--- src/hdl/hmc_rx_pkg.sv ---
package hmc_rx_pkg;

    // ------------------------------------------------------------
    // FLIT geometry
    // ------------------------------------------------------------

    // FLITs carried per beat
    localparam int FPW = 4;
    // Bits per FLIT
    localparam int FLIT_W = 128;

    // ------------------------------------------------------------
    // Header field positions
    // ------------------------------------------------------------

    // Command, bits 5..0
    localparam int CMD_LSB = 0;
    // Length in FLITs, bits 10..7
    localparam int LNG_LSB = 7;
    // Tag, bits 23..15
    localparam int TAG_LSB = 15;

    // ------------------------------------------------------------
    // Types
    // ------------------------------------------------------------

    typedef logic [FLIT_W-1:0] flit_t;
    // One flag per FLIT slot
    typedef logic [FPW-1:0]    flit_mask_t;

    typedef logic [5:0]        hmc_cmd_t;
    typedef logic [3:0]        hmc_lng_t;
    typedef logic [8:0]        hmc_tag_t;

    // One beat, slot 0 is first in time
    typedef struct packed {
        flit_t [FPW-1:0] data;
        flit_mask_t      valid;
        flit_mask_t      hdr;
        flit_mask_t      tail;
    } rx_beat_t;

    // One descriptor per closed packet
    typedef struct packed {
        hmc_cmd_t cmd;
        hmc_lng_t lng;
        hmc_tag_t tag;
        hmc_lng_t flit_cnt;   // FLITs actually seen
        logic     len_err;
        logic     frm_err;
    } pkt_desc_t;

endpackage

--- src/hdl/hmc_rx_pkt_serializer.sv ---
module hmc_rx_pkt_serializer (
    input  logic                 clk,
    input  logic                 res_n,

    // Beat input
    input  hmc_rx_pkg::rx_beat_t i_in_beat,
    input  logic                 i_in_valid,
    output logic                 o_in_ready,

    // Beat output, one packet start per beat
    output hmc_rx_pkg::rx_beat_t o_out_beat,
    output logic                 o_out_valid,
    input  logic                 i_out_ready
);

    // ------------------------------------------------------------
    // Signals
    // ------------------------------------------------------------

    // Held beat and the slots of it still to be sent
    hmc_rx_pkg::rx_beat_t   buf_beat;
    hmc_rx_pkg::flit_mask_t pend;
    hmc_rx_pkg::flit_mask_t pend_nxt;

    logic                   use_buf;
    logic                   in_fire;
    // Output register free to take a new beat
    logic                   advance;

    // Beat under scan this cycle
    hmc_rx_pkg::rx_beat_t   src_beat;
    hmc_rx_pkg::flit_mask_t src_avail;

    // Scan results
    hmc_rx_pkg::flit_mask_t keep;
    hmc_rx_pkg::flit_mask_t rem;
    logic                   hdr_seen;
    logic                   tail_seen;
    logic                   stall;

    // ------------------------------------------------------------
    // Split scan
    // ------------------------------------------------------------

    assign use_buf = |pend;
    assign in_fire = i_in_valid && o_in_ready;
    assign advance = !o_out_valid || i_out_ready;

    always_comb begin
        // Buffer wins while parts of it remain
        if (use_buf) begin
            src_beat  = buf_beat;
            src_avail = pend;
        end else begin
            src_beat  = i_in_beat;
            src_avail = '1;
        end

        hdr_seen  = 1'b0;
        tail_seen = 1'b0;
        stall     = 1'b0;
        keep      = '0;

        for (int i = 0; i < hmc_rx_pkg::FPW; i++) begin
            // Second header, or header after a tail, cuts here
            if (src_avail[i] && src_beat.valid[i] && src_beat.hdr[i]) begin
                if (hdr_seen || tail_seen) begin
                    stall = 1'b1;
                end
                hdr_seen = 1'b1;
            end
            // Tail checked after header so 1-FLIT packets pass
            if (src_avail[i] && src_beat.valid[i] && src_beat.tail[i]) begin
                tail_seen = 1'b1;
            end
            keep[i] = src_avail[i] && !stall;
        end

        // Slots left for a later part
        rem = src_avail & ~keep;
    end

    // Pending slots for next cycle
    always_comb begin
        pend_nxt = pend;
        if (use_buf) begin
            if (advance) begin
                pend_nxt = rem;
            end
        end else if (in_fire) begin
            // Output stalled, park the whole beat
            pend_nxt = advance ? rem : '1;
        end
    end

    // ------------------------------------------------------------
    // Control registers
    // ------------------------------------------------------------

    always_ff @(posedge clk or negedge res_n) begin
        if (!res_n) begin
            pend        <= '0;
            o_in_ready  <= 1'b0;
            o_out_valid <= 1'b0;
        end else begin
            pend <= pend_nxt;
            // Only take input with an empty buffer and a free sink
            o_in_ready <= (pend_nxt == '0) && i_out_ready;
            if (advance) begin
                o_out_valid <= use_buf || in_fire;
            end
        end
    end

    // ------------------------------------------------------------
    // Data registers
    // ------------------------------------------------------------

    always_ff @(posedge clk) begin
        // Buffer is always empty when input is accepted
        if (in_fire) begin
            buf_beat <= i_in_beat;
        end
        if (advance && (use_buf || in_fire)) begin
            // Data whole, flags cut to the kept slots
            o_out_beat.data  <= src_beat.data;
            o_out_beat.valid <= src_beat.valid & keep;
            o_out_beat.hdr   <= src_beat.hdr & keep;
            o_out_beat.tail  <= src_beat.tail & keep;
        end
    end

endmodule

--- src/hdl/hmc_rx_pkt_decoder.sv ---
module hmc_rx_pkt_decoder (
    input  logic                  clk,
    input  logic                  res_n,

    // Serialized beats
    input  hmc_rx_pkg::rx_beat_t  i_beat,
    input  logic                  i_beat_valid,
    output logic                  o_beat_ready,

    // Packet descriptors
    output hmc_rx_pkg::pkt_desc_t o_desc,
    output logic                  o_desc_valid,
    input  logic                  i_desc_ready
);

    typedef enum logic {
        IDLE,
        IN_PKT
    } state_t;

    // ------------------------------------------------------------
    // Signals
    // ------------------------------------------------------------

    state_t                state;
    state_t                state_nxt;

    // Open packet
    hmc_rx_pkg::hmc_cmd_t  cur_cmd;
    hmc_rx_pkg::hmc_lng_t  cur_lng;
    hmc_rx_pkg::hmc_tag_t  cur_tag;
    hmc_rx_pkg::hmc_lng_t  cnt;
    hmc_rx_pkg::hmc_lng_t  cnt_nxt;

    logic                  beat_fire;
    logic                  has_hdr;
    logic                  has_tail;
    logic                  before_hdr;
    hmc_rx_pkg::flit_t     hdr_flit;
    // Valid FLITs before and from the header on
    hmc_rx_pkg::hmc_lng_t  cnt_pre;
    hmc_rx_pkg::hmc_lng_t  cnt_post;

    logic                  load_hdr;
    logic                  emit;
    hmc_rx_pkg::pkt_desc_t desc_nxt;

    assign o_beat_ready = !o_desc_valid || i_desc_ready;
    assign beat_fire    = i_beat_valid && o_beat_ready;
    assign has_hdr      = |(i_beat.valid & i_beat.hdr);
    assign has_tail     = |(i_beat.valid & i_beat.tail);

    // ------------------------------------------------------------
    // Header pick and FLIT counts
    // ------------------------------------------------------------

    always_comb begin
        before_hdr = 1'b1;
        hdr_flit   = i_beat.data[0];
        cnt_pre    = '0;
        cnt_post   = '0;
        for (int i = 0; i < hmc_rx_pkg::FPW; i++) begin
            // At most one header per beat after the serializer
            if (i_beat.valid[i] && i_beat.hdr[i] && before_hdr) begin
                hdr_flit   = i_beat.data[i];
                before_hdr = 1'b0;
            end
            if (i_beat.valid[i]) begin
                if (before_hdr) begin
                    cnt_pre = cnt_pre + 1'b1;
                end else begin
                    cnt_post = cnt_post + 1'b1;
                end
            end
        end
    end

    // ------------------------------------------------------------
    // Packet state
    // ------------------------------------------------------------

    always_comb begin
        state_nxt = state;
        cnt_nxt   = cnt;
        load_hdr  = 1'b0;
        emit      = 1'b0;

        // Default closes the open packet
        desc_nxt.cmd      = cur_cmd;
        desc_nxt.lng      = cur_lng;
        desc_nxt.tag      = cur_tag;
        desc_nxt.flit_cnt = cnt + cnt_pre;
        desc_nxt.frm_err  = 1'b0;

        if (beat_fire) begin
            case (state)
                IDLE: begin
                    if (has_hdr) begin
                        load_hdr = 1'b1;
                        if (has_tail) begin
                            // Whole packet inside this beat
                            emit              = 1'b1;
                            desc_nxt.cmd      = hdr_flit[hmc_rx_pkg::CMD_LSB +: 6];
                            desc_nxt.lng      = hdr_flit[hmc_rx_pkg::LNG_LSB +: 4];
                            desc_nxt.tag      = hdr_flit[hmc_rx_pkg::TAG_LSB +: 9];
                            desc_nxt.flit_cnt = cnt_post;
                        end else begin
                            state_nxt = IN_PKT;
                            cnt_nxt   = cnt_post;
                        end
                    end else if (has_tail) begin
                        // Tail with no open packet
                        emit             = 1'b1;
                        desc_nxt.frm_err = 1'b1;
                    end
                end
                IN_PKT: begin
                    if (has_hdr) begin
                        // New header cuts the open packet short
                        emit             = 1'b1;
                        desc_nxt.frm_err = 1'b1;
                        load_hdr         = 1'b1;
                        cnt_nxt          = cnt_post;
                        // New packet closing here too is dropped, framing resyncs
                        if (has_tail) begin
                            state_nxt = IDLE;
                            cnt_nxt   = '0;
                        end
                    end else if (has_tail) begin
                        emit      = 1'b1;
                        state_nxt = IDLE;
                        cnt_nxt   = '0;
                    end else begin
                        cnt_nxt = cnt + cnt_pre;
                    end
                end
                default: state_nxt = IDLE;
            endcase
        end

        desc_nxt.len_err = desc_nxt.flit_cnt != desc_nxt.lng;
    end

    // ------------------------------------------------------------
    // Registers
    // ------------------------------------------------------------

    always_ff @(posedge clk or negedge res_n) begin
        if (!res_n) begin
            state        <= IDLE;
            cnt          <= '0;
            o_desc_valid <= 1'b0;
        end else begin
            state <= state_nxt;
            cnt   <= cnt_nxt;
            if (emit) begin
                o_desc_valid <= 1'b1;
            end else if (i_desc_ready) begin
                o_desc_valid <= 1'b0;
            end
        end
    end

    always_ff @(posedge clk) begin
        if (load_hdr) begin
            cur_cmd <= hdr_flit[hmc_rx_pkg::CMD_LSB +: 6];
            cur_lng <= hdr_flit[hmc_rx_pkg::LNG_LSB +: 4];
            cur_tag <= hdr_flit[hmc_rx_pkg::TAG_LSB +: 9];
        end
        if (emit) begin
            o_desc <= desc_nxt;
        end
    end

endmodule

--- src/hdl/hmc_rx_top.sv ---
module hmc_rx_top (
    input  logic                  clk,
    input  logic                  res_n,

    // Beats from the link
    input  hmc_rx_pkg::rx_beat_t  i_beat,
    input  logic                  i_beat_valid,
    output logic                  o_beat_ready,

    // Descriptors out, in arrival order
    output hmc_rx_pkg::pkt_desc_t o_desc,
    output logic                  o_desc_valid,
    input  logic                  i_desc_ready
);

    // ------------------------------------------------------------
    // Serializer to decoder
    // ------------------------------------------------------------

    hmc_rx_pkg::rx_beat_t ser_beat;
    logic                 ser_valid;
    logic                 ser_ready;

    // Split beats to one packet start each
    hmc_rx_pkt_serializer u_serializer (
        .clk         (clk),
        .res_n       (res_n),
        .i_in_beat   (i_beat),
        .i_in_valid  (i_beat_valid),
        .o_in_ready  (o_beat_ready),
        .o_out_beat  (ser_beat),
        .o_out_valid (ser_valid),
        .i_out_ready (ser_ready)
    );

    // Header parse and FLIT count
    hmc_rx_pkt_decoder u_decoder (
        .clk          (clk),
        .res_n        (res_n),
        .i_beat       (ser_beat),
        .i_beat_valid (ser_valid),
        .o_beat_ready (ser_ready),
        .o_desc       (o_desc),
        .o_desc_valid (o_desc_valid),
        .i_desc_ready (i_desc_ready)
    );

endmodule

--- config.mk ---
export PLATFORM = sky130hd
export DESIGN_NAME = hmc_rx_top
export DESIGN_NICKNAME = d
export VERILOG_FILES = /design/src/hdl/hmc_rx_pkg.sv /design/src/hdl/hmc_rx_pkt_serializer.sv /design/src/hdl/hmc_rx_pkt_decoder.sv /design/src/hdl/hmc_rx_top.sv
export SDC_FILE = /design/constraint.sdc
export NUM_CORES = 1
export LEC_CHECK = 0
export BUFFER_PORTS_ARGS = -buffer_cell sky130_fd_sc_hd__buf_2
export CAP_MARGIN = 20
export CORE_AREA = 5 5 212 214
export DETAILED_ROUTE_END_ITERATION = 8
export DIE_AREA = 0 0 217 219
export HOLD_SLACK_MARGIN = 0.08
export MAX_ROUTING_LAYER = met4
export PLACE_DENSITY = 0.46
export SLEW_MARGIN = 15
export SYNTH_ARGS = -nofsm -noshare
export SYNTH_HDL_FRONTEND = slang
export SYNTH_SLANG_ARGS = --single-unit
export TNS_END_PERCENT = 10
--- constraint.sdc ---
create_clock -name clk -period 8.3 [get_ports clk]
set_input_delay 1.66 -clock clk [delete_from_list [all_inputs] [get_ports clk]]
set_output_delay 1.66 -clock clk [all_outputs]
set_load 0.01 [all_outputs]
==> results by group <==
Status
  • Status: complete, no violations

Critical path
  • Max FO, Critical Path: 9
  • Setup Crit Path Kind: reg -> reg
  • Reg2Reg Depth: 15
  • Data arrival time of the worst path: 4.21 ns
  • Worst setup SP type: register
  • Worst R2R End: u_decoder.o_desc[1]$_DFFE_PP_
  • Worst r2r src: u_serializer.o_out_beat[9]$_DFFE_PP_
  • Worst Path Required: 8.56 ns
  • CP Capture Type: register
  • Critical path's slowest cell: edfxtp_1
  • Slowest cell delay on critical path: 0.52 ns
  • Worst path cell trace: nand2b_1, mux2_2, inv_1, ha_1, mux2_2, ha_1, mux2_2, ha_1, a21o_1, a21oi_1, xnor2_1, xnor2_1, xnor2_1, o32ai_2, o2111ai_1
  • R2R Setup Slk: 4.35 ns

STA
  • Rel. slew slack: 33.43%
  • Clk_skew: 0.007063 ns
  • Crit share post-route: 47.56%
  • Fin. max-slew vios: 0
  • Finish-stage setup viols: 0
  • Fmax: 253.3 MHz
  • Hold Vio Cnt, Final: 0
  • Min cycle time layout: 3.947 ns
  • RSZ-0062 raised after global routing: no
  • Final TNS setup: 0 ns
  • Slew @ Worst Pin: 0.9986 ns

Clock network
  • CTS Buf Count: 27
  • Sink count of the clock tree: 232
  • Hold-fix buffers, CTS: 0
  • CTS clk-pin slew, worst paths: 0.06 ns
  • CTS tree: yes
  • Clock Path Buffers: 3
  • Post-CTS Setup Bufs: 0
  • Post_cts resized: 0
  • H-Tree Depth: 1
  • Clk_lat worst skew: 0.54 ns
  • Root Buffer: clkbuf_16

Global routing
  • Initial antenna violation count: 13
  • GRT overflow: 0
  • Largest net degree at the start of global routing: 82
  • Global-route wire length before repair: 38,250 um
  • Total Routing Usage GR: 10.73%
  • Vias in the first global route: 6,114

Synth
  • Top post-synthesis cells by area: edfxtp_1, nand2_1, mux2_2
  • Post-Syn Nets: 1,305
  • YS warnings: 0
  • Mean Syn Cell Area: 12.92 sq um
  • Netlist Area Pre-Place: 0.009937 sq mm
  • Cells after Synth: 769
  • Library cells used by synthesis: 61
  • Synth Flop Type: edfxtp_1
  • EDFF count, synth: 220
  • Leading area contributor after synthesis: edfxtp_1
  • Top cell type's share of synthesized area: 66.48%
  • Async SR Flop Fraction: 5.172%
  • #FFs+latches synth: 232
  • Sequential cell area fraction in the yosys report: 69.50%

Layout
  • Layout cell share with drive strength beyond 1: 25.11%
  • Storage element area: 0.006907 sq mm
  • Nets@finish: 1,427
  • Most frequent cells in the layout: nand2_1, edfxtp_1, buf_2
  • Fillers: 4,317
  • Layout area overhead: 21.03%
  • Final std cells w/o fill: 1,466
  • Commonest non-fill, non-tap cell in the layout: nand2_1
  • Post-layout instance area: 0.01203 sq mm
  • Area of the multi-input gates: 0.002855 sq mm

Power
  • Clk pwr share: 20.4%
  • Peak supply drop: 215.9 uV
  • P_int: 3456 uW
  • Sw power: 2102 uW
  • Pwr per Cell Area: 462.2 mW/mm^2
  • Sw Share: 37.82%
  • Comb pwr share: 39.6%
  • Leakage: 0.004688 uW
  • Sequential share of power: 40.0%

Floorplanning
  • Core Rows: 76
  • Chip height: 219 um
  • Die W: 217 um
  • DIE AREA: 0.04752 sq mm
  • Core area: 0.04270 sq mm
  • Starting Density: 23.27%
  • Ports: 555

Min path
  • Worst hold endpoint: u_decoder.cnt[3]$_DFFE_PN0P_
  • HP Start: u_decoder.cnt[3]$_DFFE_PN0P_
  • Worst Hold Class: reg -> reg
  • Hold Crit Depth: 2

Routing
  • Initial DRC Count: 331
  • WL final: 25,610 um
  • Post-route ant nets: 0
  • DR WL/cell: 17.47 um
  • Routed vias: 6,143
  • DRT Pass-1 Iters: 4
  • Final routed DRC violation total: 0
  • Vias per cell: 4.190

Placed design
  • Dpl cells: 1,408
  • Placed instance area: 0.01115 sq mm
  • GPL Wtd Cong: 0.7467
  • DPL Wire Length: 17,620 um
  • PortBufs: 118

Job
  • Max-Cap Viols: 0
-- through the flow --
step	util (%)	hold slack, ns	total power, uW	setup slack (ns)
final	28.17	0.4944	5558	4.353
after global routing	28.17	0.5210	5955	4.099
after CTS	28.12	0.4955	5657	4.338
after detailed placement	26.12	0.4821	4494	4.362
after global placement	26.12	0.4759	4475	4.384
after floorplan	-	0.4552	3760	1.434
-- layer usage --
metal / global-route usage, % / wire (um) / vias up
met3: 2.662 / 1247 / 45
met4: 3.476 / 847 / 0
li1: - / - / 3009
met5: - / 0 / -
met2: 16.44 / 11760 / 128
met1: 14.09 / 11750 / 2961
-- kinds of logic (layout without fill, tap and decap cells) --
logic type	Yosys count	count (layout)	synth area share (%)
flops	232	232	69.50
simple gates	332	332	13.64
buf+inv	46	189	2.115
compound gates	78	78	5.943
fa+ha+maj	8	8	1.083
mux	60	60	6.573
xor+xnor	13	13	1.146
other cells	0	8	0
-- sequential cells by signal, summed over array words and instances, names as in the netlist --
name,count
u_decoder.o_desc,25
u_decoder.cnt,4
u_decoder.cur_lng,4
u_serializer.pend,4
u_decoder.o_desc_valid,1
u_serializer.o_in_ready,1
u_decoder.state,1
u_serializer.o_out_valid,1
u_decoder.cur_cmd,6
u_serializer.o_out_beat,88
u_decoder.cur_tag,9
u_serializer.buf_beat,88
-- cell usage after synthesis, types with 4 or more instances --
| library cell | count |
|---|---|
| xnor2_1 | 8 |
| inv_1 | 11 |
| a22o_1 | 5 |
| dfrtp_1 | 12 |
| a21oi_1 | 24 |
| mux2i_1 | 23 |
| xor2_1 | 5 |
| a31o_2 | 5 |
| clkbuf_1 | 15 |
| and2_1 | 5 |
| buf_2 | 12 |
| nand2b_1 | 4 |
| ha_1 | 7 |
| buf_1 | 5 |
| o21ai_0 | 8 |
| nand3_1 | 4 |
| o22ai_1 | 4 |
| nor2_1 | 36 |
| a22oi_1 | 10 |
| edfxtp_1 | 220 |
| nor3_1 | 8 |
| mux2_2 | 35 |
| nand2_1 | 257 |
-- cell type report --
cell class	instances	share of cell area [%]
Clock inverter	9	0.7179
Sequential cell	232	57.43
Multi-Input combinational cell	491	23.74
Tap cell	546	5.680
Antenna cell	8	0.1665
Inverter	11	0.3433
Clock buffer	41	6.388
Timing Repair Buffer	128	5.535
-- power groups by stage --
stage	combinational, uW	sequential (uW)	clock [uW]
after CTS	2250	2230	1170
after global routing	2460	2270	1220
after global placement	2240	2240	0
final	2200	2220	1140
after floorplan	1520	2240	0
after detailed placement	2240	2250	0
-- worst max-delay path: cells and delay by family, from the launching register on --
| kind | cells | cell delay [ns] |
|---|---|---|
| buffers and inverters | 1 | 0.06 |
| multiplexers | 3 | 0.95 |
| adder cells (fa/ha/maj) | 3 | 0.77 |
| AO/OA/AOI/OAI | 4 | 0.60 |
| AND/OR/NAND/NOR | 1 | 0.16 |
| XOR/XNOR | 3 | 0.61 |
| flip-flops | 1 | 0.52 |
-- worst max-delay path by stage --
stage / start / end / slack [ns] / depth (start not counted)
final: u_serializer.o_out_beat[9]$_DFFE_PP_ / u_decoder.o_desc[1]$_DFFE_PP_ / 4.35 / 15
after global routing: u_serializer.o_out_beat[9]$_DFFE_PP_ / u_decoder.o_desc[1]$_DFFE_PP_ / 4.10 / 15
after CTS: u_serializer.o_out_beat[9]$_DFFE_PP_ / u_decoder.o_desc[1]$_DFFE_PP_ / 4.34 / 15
after detailed placement: u_serializer.o_out_beat[9]$_DFFE_PP_ / u_decoder.o_desc[1]$_DFFE_PP_ / 4.36 / 15
after global placement: u_serializer.o_out_beat[9]$_DFFE_PP_ / u_decoder.o_desc[1]$_DFFE_PP_ / 4.38 / 15
after floorplan: i_beat_valid / u_serializer.o_out_beat[0]$_DFFE_PP_ / 1.43 / 3
(Power assumes the default switching activity.)
